<file path="config.mk">
export PLATFORM = sky130hd
export DESIGN_NAME = io_bus_top
export DESIGN_NICKNAME = d
export VERILOG_FILES = /design/src/rtl/io_pkg.sv /design/src/rtl/gpio_port.sv /design/src/rtl/io_bus_decode.sv /design/src/rtl/io_bus_top.sv /design/src/rtl/led_modulator.sv /design/src/rtl/tick_timer.sv
export SDC_FILE = /design/constraint.sdc
export NUM_CORES = 1
export LEC_CHECK = 0
export BUFFER_PORTS_ARGS = -buffer_cell sky130_fd_sc_hd__buf_2
export CORE_UTILIZATION = 54
export DETAILED_ROUTE_END_ITERATION = 6
export PLACE_DENSITY = 0.73
export SYNTH_ARGS = -nofsm -noshare
export SYNTH_HDL_FRONTEND = slang
export SYNTH_SLANG_ARGS = --single-unit
</file>
<file path="constraint.sdc">
create_clock -name clk -period 6.1 [get_ports clk]
set_input_delay 0.915 -clock clk [delete_from_list [all_inputs] [get_ports clk]]
set_output_delay 0.915 -clock clk [all_outputs]
set_load 0.05 [all_outputs]
</file>
<file path="src/rtl/io_pkg.sv">
package io_pkg;

  // Bus word width, shared by address and data
  parameter int DATA_W = 16;
  parameter int LED_W  = 4;  // LED register width

  typedef logic [DATA_W-1:0] word_t;

  // One-hot address bits
  parameter int A_GPIO_IN  = 8;
  parameter int A_GPIO_OUT = 9;
  parameter int A_GPIO_DIR = 10;
  parameter int A_GROUP    = 11;  // Sub-select group in bits 7:4
  parameter int A_TICKS    = 14;
  parameter int A_CYCLES   = 15;

  // Modify opcode from address bits 1:0
  typedef enum logic [1:0] {
    OP_WRITE  = 2'd0,  // Plain write
    OP_CLEAR  = 2'd1,
    OP_SET    = 2'd2,
    OP_TOGGLE = 2'd3
  } modify_op_e;

  // Sub-select inside the group
  typedef enum logic [3:0] {
    SEL_LEDS      = 4'd11,
    SEL_SDM_RED   = 4'd12,
    SEL_SDM_GREEN = 4'd13,
    SEL_SDM_BLUE  = 4'd14
  } sub_sel_e;

  // New register value for a modify write
  function automatic word_t apply_modify(word_t old_val, word_t data, modify_op_e op);
    word_t result;
    case (op)
      OP_WRITE:  result = data;
      OP_CLEAR:  result = old_val & ~data;  // Clear bits set in data
      OP_SET:    result = old_val | data;
      OP_TOGGLE: result = old_val ^ data;   // Invert bits set in data
      default:   result = old_val;
    endcase
    return result;
  endfunction

endpackage

</file>
<file path="src/rtl/gpio_port.sv">
`timescale 1ns/1ps

module gpio_port #(
  parameter int GPIO_W = 8
) (
  input  logic                clk,
  input  logic                reset_button,
  input  logic                gpio_out_wr,
  input  logic                gpio_dir_wr,
  input  io_pkg::modify_op_e  op,
  input  io_pkg::word_t       wr_data,
  input  logic [GPIO_W-1:0]   gpio_in,
  output logic [GPIO_W-1:0]   gpio_out,
  output logic [GPIO_W-1:0]   gpio_oe,    // 1 drives the pin
  output logic [GPIO_W-1:0]   gpio_in_q
);

  io_pkg::word_t out_next;
  io_pkg::word_t dir_next;

  // Modify result computed on full bus words
  assign out_next = io_pkg::apply_modify(io_pkg::word_t'(gpio_out), wr_data, op);
  assign dir_next = io_pkg::apply_modify(io_pkg::word_t'(gpio_oe), wr_data, op);

  // Output and direction registers
  always_ff @(posedge clk) begin
    if (reset_button) begin
      gpio_out <= '0;
      gpio_oe  <= '0;  // All pins inputs after reset
    end else begin
      if (gpio_out_wr) begin
        gpio_out <= out_next[GPIO_W-1:0];
      end
      if (gpio_dir_wr) begin
        gpio_oe <= dir_next[GPIO_W-1:0];
      end
    end
  end

  // Pin sample, readable one cycle after a change
  always_ff @(posedge clk) begin
    if (reset_button) begin
      gpio_in_q <= '0;
    end else begin
      gpio_in_q <= gpio_in;
    end
  end

endmodule

</file>
<file path="src/rtl/io_bus_decode.sv">
`timescale 1ns/1ps

module io_bus_decode #(
  parameter int GPIO_W = 8
) (
  input  io_pkg::word_t               addr,
  input  io_pkg::word_t               wr_data,
  input  logic                        wr,
  input  logic [GPIO_W-1:0]           gpio_in_q,
  input  logic [GPIO_W-1:0]           gpio_out_q,
  input  logic [GPIO_W-1:0]           gpio_dir_q,
  input  logic [io_pkg::LED_W-1:0]    leds_q,
  input  io_pkg::word_t               sdm_red_q,
  input  io_pkg::word_t               sdm_green_q,
  input  io_pkg::word_t               sdm_blue_q,
  input  io_pkg::word_t               ticks_q,
  input  io_pkg::word_t               cycles_q,
  output logic                        gpio_out_wr,
  output logic                        gpio_dir_wr,
  output logic                        ticks_wr,
  output logic                        led_wr,
  output logic [2:0]                  sdm_wr,    // 0 red, 1 green, 2 blue
  output io_pkg::modify_op_e          op,
  output io_pkg::word_t               rd_data
);

  io_pkg::sub_sel_e sub_sel;
  logic             group;

  // Sub-select field only means something with the group bit set
  assign sub_sel = io_pkg::sub_sel_e'(addr[7:4]);
  assign group   = addr[io_pkg::A_GROUP];
  assign op      = io_pkg::modify_op_e'(addr[1:0]);  // Low bits pick the modify op

  logic sel_leds;
  logic sel_red;
  logic sel_green;
  logic sel_blue;

  assign sel_leds  = group & (sub_sel == io_pkg::SEL_LEDS);
  assign sel_red   = group & (sub_sel == io_pkg::SEL_SDM_RED);
  assign sel_green = group & (sub_sel == io_pkg::SEL_SDM_GREEN);
  assign sel_blue  = group & (sub_sel == io_pkg::SEL_SDM_BLUE);

  // Write strobes, one cycle wide like wr itself
  assign gpio_out_wr = wr & addr[io_pkg::A_GPIO_OUT];
  assign gpio_dir_wr = wr & addr[io_pkg::A_GPIO_DIR];
  assign ticks_wr    = wr & addr[io_pkg::A_TICKS];
  assign led_wr      = wr & sel_leds;
  assign sdm_wr      = {wr & sel_blue, wr & sel_green, wr & sel_red};

  // Narrow sources zero-extended to a bus word
  io_pkg::word_t gpio_in_w;
  io_pkg::word_t gpio_out_w;
  io_pkg::word_t gpio_dir_w;
  io_pkg::word_t leds_w;

  assign gpio_in_w  = io_pkg::word_t'(gpio_in_q);
  assign gpio_out_w = io_pkg::word_t'(gpio_out_q);
  assign gpio_dir_w = io_pkg::word_t'(gpio_dir_q);
  assign leds_w     = io_pkg::word_t'(leds_q);

  // Read-back is the OR of every selected source
  // Several address bits at once read several registers together
  always_comb begin
    rd_data = '0;
    if (addr[io_pkg::A_GPIO_IN])  rd_data = rd_data | gpio_in_w;
    if (addr[io_pkg::A_GPIO_OUT]) rd_data = rd_data | gpio_out_w;
    if (addr[io_pkg::A_GPIO_DIR]) rd_data = rd_data | gpio_dir_w;
    if (sel_leds)                 rd_data = rd_data | leds_w;
    if (sel_red)                  rd_data = rd_data | sdm_red_q;
    if (sel_green)                rd_data = rd_data | sdm_green_q;
    if (sel_blue)                 rd_data = rd_data | sdm_blue_q;
    if (addr[io_pkg::A_TICKS])    rd_data = rd_data | ticks_q;
    if (addr[io_pkg::A_CYCLES])   rd_data = rd_data | cycles_q;  // Free-running count
  end

endmodule

</file>
<file path="src/rtl/io_bus_top.sv">
`timescale 1ns/1ps

module io_bus_top #(
  parameter int GPIO_W = 8,
  parameter int SDM_W  = 16
) (
  input  logic               clk,
  input  logic               reset_button,
  input  io_pkg::word_t      addr,
  input  io_pkg::word_t      wr_data,
  input  logic               wr,          // Single-cycle write strobe
  output io_pkg::word_t      rd_data,     // Combinational from addr
  input  logic [GPIO_W-1:0]  gpio_in,
  output logic [GPIO_W-1:0]  gpio_out,
  output logic [GPIO_W-1:0]  gpio_oe,
  output logic               interrupt,
  output logic               led_red,
  output logic               led_green,
  output logic               led_blue
);

  // Strobes from the decoder
  logic                      gpio_out_wr;
  logic                      gpio_dir_wr;
  logic                      ticks_wr;
  logic                      led_wr;
  logic [2:0]                sdm_wr;
  io_pkg::modify_op_e        op;

  // Register values back to the read mux
  logic [GPIO_W-1:0]         gpio_in_q;
  logic [io_pkg::LED_W-1:0]  leds_q;
  io_pkg::word_t             sdm_red_q;
  io_pkg::word_t             sdm_green_q;
  io_pkg::word_t             sdm_blue_q;
  io_pkg::word_t             ticks_q;
  io_pkg::word_t             cycles_q;

  io_bus_decode #(.GPIO_W(GPIO_W)) decode_i (
    .addr        (addr),
    .wr_data     (wr_data),
    .wr          (wr),
    .gpio_in_q   (gpio_in_q),
    .gpio_out_q  (gpio_out),
    .gpio_dir_q  (gpio_oe),
    .leds_q      (leds_q),
    .sdm_red_q   (sdm_red_q),
    .sdm_green_q (sdm_green_q),
    .sdm_blue_q  (sdm_blue_q),
    .ticks_q     (ticks_q),
    .cycles_q    (cycles_q),
    .gpio_out_wr (gpio_out_wr),
    .gpio_dir_wr (gpio_dir_wr),
    .ticks_wr    (ticks_wr),
    .led_wr      (led_wr),
    .sdm_wr      (sdm_wr),
    .op          (op),
    .rd_data     (rd_data)
  );

  gpio_port #(.GPIO_W(GPIO_W)) gpio_i (
    .clk          (clk),
    .reset_button (reset_button),
    .gpio_out_wr  (gpio_out_wr),
    .gpio_dir_wr  (gpio_dir_wr),
    .op           (op),
    .wr_data      (wr_data),
    .gpio_in      (gpio_in),
    .gpio_out     (gpio_out),
    .gpio_oe      (gpio_oe),
    .gpio_in_q    (gpio_in_q)
  );

  tick_timer timer_i (
    .clk          (clk),
    .reset_button (reset_button),
    .ticks_wr     (ticks_wr),
    .wr_data      (wr_data),
    .ticks_q      (ticks_q),
    .cycles_q     (cycles_q),
    .interrupt    (interrupt)
  );

  led_modulator #(.SDM_W(SDM_W)) led_i (
    .clk          (clk),
    .reset_button (reset_button),
    .led_wr       (led_wr),
    .sdm_wr       (sdm_wr),
    .op           (op),
    .wr_data      (wr_data),
    .leds_q       (leds_q),
    .sdm_red_q    (sdm_red_q),
    .sdm_green_q  (sdm_green_q),
    .sdm_blue_q   (sdm_blue_q),
    .led_red      (led_red),
    .led_green    (led_green),
    .led_blue     (led_blue)
  );

endmodule

</file>
<file path="src/rtl/led_modulator.sv">
`timescale 1ns/1ps

module led_modulator #(
  parameter int SDM_W = 16  // Accumulator width, at most DATA_W
) (
  input  logic                      clk,
  input  logic                      reset_button,
  input  logic                      led_wr,
  input  logic [2:0]                sdm_wr,      // 0 red, 1 green, 2 blue
  input  io_pkg::modify_op_e        op,
  input  io_pkg::word_t             wr_data,
  output logic [io_pkg::LED_W-1:0]  leds_q,
  output io_pkg::word_t             sdm_red_q,
  output io_pkg::word_t             sdm_green_q,
  output io_pkg::word_t             sdm_blue_q,
  output logic                      led_red,
  output logic                      led_green,
  output logic                      led_blue
);

  io_pkg::word_t     leds_next;
  io_pkg::word_t     level [3];   // Colour levels as written
  logic [SDM_W-1:0]  phase [3];   // Phase accumulators
  logic [SDM_W:0]    sum   [3];
  logic [2:0]        carry;       // Registered modulator bits

  assign leds_next = io_pkg::apply_modify(io_pkg::word_t'(leds_q), wr_data, op);

  // Accumulator only sees the low SDM_W bits of the level
  always_comb begin
    for (int c = 0; c < 3; c++) begin
      sum[c] = {1'b0, phase[c]} + {1'b0, level[c][SDM_W-1:0]};
    end
  end

  always_ff @(posedge clk) begin
    if (reset_button) begin
      leds_q <= '0;
      carry  <= '0;
      for (int c = 0; c < 3; c++) begin
        level[c] <= '0;
        phase[c] <= '0;
      end
    end else begin
      if (led_wr) begin
        leds_q <= leds_next[io_pkg::LED_W-1:0];  // Modify ops like the port
      end
      for (int c = 0; c < 3; c++) begin
        if (sdm_wr[c]) begin
          level[c] <= wr_data;
        end
        // Carry density over 2**SDM_W cycles equals the level
        {carry[c], phase[c]} <= sum[c];
      end
    end
  end

  assign sdm_red_q   = level[0];
  assign sdm_green_q = level[1];
  assign sdm_blue_q  = level[2];

  // LED bit forces its colour on
  assign led_red   = carry[0] | leds_q[0];
  assign led_green = carry[1] | leds_q[1];
  assign led_blue  = carry[2] | leds_q[2];

endmodule

</file>
<file path="src/rtl/tick_timer.sv">
`timescale 1ns/1ps

module tick_timer (
  input  logic           clk,
  input  logic           reset_button,
  input  logic           ticks_wr,
  input  io_pkg::word_t  wr_data,
  output io_pkg::word_t  ticks_q,
  output io_pkg::word_t  cycles_q,
  output logic           interrupt
);

  logic [io_pkg::DATA_W:0] ticks_plus_1;  // Extra bit holds the carry

  assign ticks_plus_1 = {1'b0, ticks_q} + 1'b1;

  // Loadable timer
  // Carry still registers when a write lands on 0xFFFF
  always_ff @(posedge clk) begin
    if (reset_button) begin
      ticks_q   <= '0;
      interrupt <= 1'b0;
    end else begin
      if (ticks_wr) begin
        ticks_q <= wr_data;
      end else begin
        ticks_q <= ticks_plus_1[io_pkg::DATA_W-1:0];
      end
      interrupt <= ticks_plus_1[io_pkg::DATA_W];  // High while timer reads 0
    end
  end

  // Free-running cycle counter
  always_ff @(posedge clk) begin
    if (reset_button) begin
      cycles_q <= '0;
    end else begin
      cycles_q <= cycles_q + 1'b1;
    end
  end

endmodule

</file>
# Word level (Yosys, flattened, before mapping)

Memories as Yosys holds them, arrays and structs flattened.
Index checks and enable logic that the tools add are counted.
Widths: inputs -> output; s select.

Register bits after elaboration: 112
Memories kept: 1
Output and inout port bits: 36
Word-level logic and storage cells: 87
Bits in writable memories: 48

Add/subtract/negate cells: 5
Reductions and logical operators: 1
Muxes and demuxes: 27
Bitwise gates (word level): 35
Equality and inequality tests: 7

Memories:

| memory      | depth | width | rd ports | clocked after memory_dff | wr ports | line                | text |
|---|---|---|---|---|---|---|---|
| led_i.level | 3     | 16    | 3        | 0                        | 3        | led_modulator.sv:22 | `io_pkg::word_t level [3];` |

Operators by type and width:

| cell                  | number |
|---|---|
| $mux 16               | 12 |
| $or 16x16->16         | 5 |
| $pmux 8 s4            | 2 |
| $add 16x16->17        | 3 |
| $or 16x8->16          | 2 |
| $add 16x1->17 const B | 1 |
| $add 16x1->16 const B | 1 |
| $and 8x8->8           | 2 |
| $eq 4x4->1 const B    | 4 |
| $or 16x4->16          | 1 |
| $or 8x8->8            | 2 |
| $pmux 4 s4            | 1 |
| $xor 8x8->8           | 2 |
| $and 1x1->1           | 11 |
| $mux 1                | 11 |
| $mux 8                | 1 |
| $not 8->8             | 1 |
| $or 1x1->1            | 6 |
| $and 4x4->4           | 1 |
| $eq 2x2->1 const B    | 2 |
| $or 4x4->4            | 1 |
| $xor 4x4->4           | 1 |
| $eq 2x1->1 const B    | 1 |
| $logic_not 2->1       | 1 |

# Logic depth before layout (Yosys ltp)

Depth in word-level cells: 17
Mapped depth: 9
Gate-level depth less buffers: 9

# Cells and area by module

From an unflattened synthesis, not the netlist that was laid out.

Cell total of the unflattened synthesis: 983
Area, all modules: 9581.7 um2

By module, submodules not included:

| module        | cells an instance | area an instance (um2) | seq. area each (um2) | instances |
|---|---|---|---|---|
| led_modulator | 509               | 5439.0                 | 2542.4               | 1 |
| gpio_port     | 190               | 1755.4                 | 480.5                | 1 |
| tick_timer    | 174               | 1549.0                 | 660.6                | 1 |
| io_bus_decode | 110               | 838.3                  | 0.0                  | 1 |

# Least setup slack after synthesis

Ideal clock, no wire load.

Kind: input port to output port
Start: in addr[6]
End: out rd_data[10]
Setup slack: 2.876 ns
Cell stages on the path: 5
Arrival: 2.309 ns
Path buffers: 1
Data required time: 5.185 ns
Cell sequence: nand3_1 nor3_1 buf_2 a22oi_1 nand2_1

Cells in the longest elaborated chain, start to end: 13
Elaborated cells on any way between the ends: 19
Classes of those cells: eq/ne (4); mux (6); bitwise (9)

Ends and longest elaborated chain:

| item            | line                | text |
|---|---|---|
| start, declared | io_bus_top.sv:9     | `input io_pkg::word_t addr,` |
| $eq 4x4->1      | io_bus_decode.sv:40 | `assign sel_leds = group & (sub_sel == io_pkg::SEL_LEDS);` |
| $and 1x1->1     | io_bus_decode.sv:40 |  |
| $mux 16         | io_bus_decode.sv:70 | `if (sel_leds) rd_data = rd_data \| leds_w;` |
| $or 16x16->16   | io_bus_decode.sv:71 | `if (sel_red) rd_data = rd_data \| sdm_red_q;` |
| $mux 16         | io_bus_decode.sv:71 |  |
| $or 16x16->16   | io_bus_decode.sv:72 | `if (sel_green) rd_data = rd_data \| sdm_green_q;` |
| $mux 16         | io_bus_decode.sv:72 |  |
| $or 16x16->16   | io_bus_decode.sv:73 | `if (sel_blue) rd_data = rd_data \| sdm_blue_q;` |
| $mux 16 *       | io_bus_decode.sv:73 |  |
| $or 16x16->16   | io_bus_decode.sv:74 | `if (addr[io_pkg::A_TICKS]) rd_data = rd_data \| ticks_q;` |
| $mux 16 *       | io_bus_decode.sv:74 |  |
| $or 16x16->16   | io_bus_decode.sv:75 | `if (addr[io_pkg::A_CYCLES]) rd_data = rd_data \| cycles_q;` |
| $mux 16 *       | io_bus_decode.sv:75 |  |
| end, declared   | io_bus_top.sv:12    | `output io_pkg::word_t rd_data,` |

Every way passes the cells marked *; elsewhere a longest branch is shown, timed or not.

# Worst setup path after layout

Start: in addr[6]
End: out rd_data[8]

Same word-level chain as after synthesis.

==> reports/results.ini <==
[critical_path]
arrival_ns = 3.00
critPathCaptureType = output pin
cp.required_ns = 5.18
cp-start-kind = input port
critical_path_class = input port to output pin
crit_fanout = 17

[clock_tree]
path_clk_slew_ns = 0.06
cts-root-buf = clkbuf_16
cts_post_setup_buffers_inserted = 0
cts_made_buffers = 17
clk_path_buf_depth = 2
cts_max_level = 4
clkLatencyLatePin_ns = 0.43
hold_buffers = 0
cts_tree = done
cts_resized = 0
cts_sinks = 160

[sta]
rsz0062_at_grt = no
final.setup_skew_ns = 0.00698
setup_violations = 0
worst_slew_pin_slew_ns = 1.17
hold_viol_final = 0
min_period_ns = 3.91
relSlewSlack_pct = 21.5
drv_slew = 0
max_freq_ghz = 0.256
min_period_over_period_pct = 64.1
hold_ws_ns = 0.472
fin_setup_tns_ns = 0
worst_slack_ns = 2.19

[global_routing]
grt_start_max_net_pins = 71
grt_pass1_wl_mm = 36.4
grtUsageTotal_pct = 26.7
grt_pass1_vias = 7179
grt_antenna_before_repair = 0
grt_overflow = 0

[synth]
yosysWarningCount = 0
synth_top_area_share_pct = 24.6
yosys.area.top_type = dfxtp_1
synth_compound_area_share_pct = 21.1
synth_area_per_cell_um2 = 9.11
synth_top_family_by_area = compound AO/OA/AOI/OAI gates
ys_top_cells_by_area = dfxtp_1, edfxtp_1, ha_1, nor2_1, nand2_1
yosysSeqAreaShare_pct = 40.4
synth.mux.area_fraction_pct = 0.535
synth-seq-cells = 160
postSynthCellCount = 1001
synth_nets = 1137
ys.flop_type = dfxtp_1
yosys.area_share.simple_pct = 17.1
synthDistinctLibCells = 57
synth_adder_area_share_pct = 13.0
synth_xor_area_share_pct = 4.23
synth_edf_count = 48
netlist_area_mm2 = 0.00911
async_reset_ff_share_pct = 0

[drt]
via_per_inst = 5.86
wl_per_cell_um = 17.4
dr.pass1.iters = 5
vias = 7552
drcViolationCount = 0
drtIter0Drc = 678
antenna_left = 0
wirelength_mm = 22.4

[floorplan]
ios = 79
start_util_pct = 55.2
die_w_um = 132
rows = 47
die_area_mm2 = 0.0174
coreArea_mm2 = 0.0165
die_h_um = 132

[place]
dp.cells = 1256
dpl_worst_slack_ns = 2.25
globalplace.congestion = 0.864
port_buffers = 74
place_hpwl_mm = 16.2

[flow_run]
drv_cap = 0

[layout]
final_common_cell = dfxtp_1
final_util_pct = 61.7
drive_gt1_share_pct = 11.8
final_cell_mix = dfxtp_1, nor2_1, nand2_1
diodes = 0
final_cells = 1288
areaGrowthSynthToFinish_pct = 11.9
final_nets = 1191

[status]
outcome = finished clean

[power_and_ir_drop]
power_density_mw_per_mm2 = 352
vdd_drop_max_v = 0.000239
leakage_uw = 0.00423

[worst_hold_path]
min_path_type = flip-flop to flip-flop

==> per-layer routing <==
| layer | part of all wire [%] | global-route usage [%] | up-vias |
|---|---|---|---|
| met5 | 0 | 0 | - |
| li1 | - | - | 3750 |
| met4 | 1.8 | 8.46 | 0 |
| met2 | 47 | 44.6 | 204 |
| met1 | 45 | 34.8 | 3574 |
| met3 | 6.2 | 5.19 | 24 |
==> power breakdown <==
| part | internal [µW] | total, µW | switching (µW) |
|---|---|---|---|
| combinational | 508 | 1240 | 730 |
| sequential | 1260 | 1340 | 80.7 |
| clock | 594 | 1020 | 422 |
==> worst paths after layout <==
path	slack (ns)	startpoint	depth (start not counted)	to
max reg2reg	3.33	led_i.level[0][32]	9	led_i.carry[2]
min	0.47	timer_i.cycles_q[0]	1	timer_i.cycles_q[0]
min reg2reg	0.47	timer_i.cycles_q[0]	1	timer_i.cycles_q[0]
max	2.19	addr[6]	6	rd_data[8]
==> stage by stage <==
step / instance area [µm²] / power, µW
floorplan: 9110 / 2330
global placement: 9640 / 2550
detailed placement: 9640 / 2580
CTS: 10200 / 3590
global route: 10200 / 3810
finish: 10200 / 3590
==> flip-flops by register name, indices dropped and copies added, names as in the netlist <==
name and count:
led_i.level 48, gpio_i.gpio_out 8, gpio_i.gpio_in_q 8, timer_i.interrupt 1, led_i.phase 48, led_i.carry 3, gpio_i.gpio_oe 8, led_i.leds_q 4
timer_i.cycles_q 16, timer_i.ticks_q 16
==> cell usage after synthesis (3+ instances only) <==
library cell	number
a222oi_1	16
nor2b_1	23
nor3_1	22
edfxtp_1	48
o31ai_2	4
nand4_1	11
a221o_1	4
and2_1	18
o31a_1	3
o21a_1	9
buf_1	4
dfxtp_1	112
nor2_1	107
and3_1	3
xor2_1	23
xnor2_1	21
o21bai_1	6
o21ai_0	65
or3_1	10
a21o_1	16
a211oi_1	40
a21oi_1	62
ha_1	90
nand3_1	22
clkbuf_1	38
inv_1	46
a22oi_1	20
nand2_1	91
a211o_1	4
or2_2	3
a221oi_1	5
fa_1	3
a311oi_1	4
o211ai_1	10
nand2b_1	11
==> cell families (layout without fill, tap and decap cells) <==
group / count (synthesis) / count (layout)
mux: 4 / 4
fa+ha+maj: 93 / 93
flops: 160 / 160
buf+inv: 89 / 156
simple gates: 331 / 331
xor+xnor: 44 / 44
compound gates: 280 / 280
==> worst max-delay path, stage by stage <==
cell and delay (ns):
buf_2 0.11, nand3_1 0.20, nor3b_2 1.00, a222oi_1 0.31, nand2_1 0.17, buf_2 0.28
==> layout make-up <==
cell class	count	area (µm²)
repair buffers	78	403
well taps	220	275
clock buffers	22	475
multi-input cells	752	5100
clock inverters	10	86.3
inverters	46	173
fillers	1450	6330
flip-flops and latches	160	3680
(Power assumes the default switching activity.)
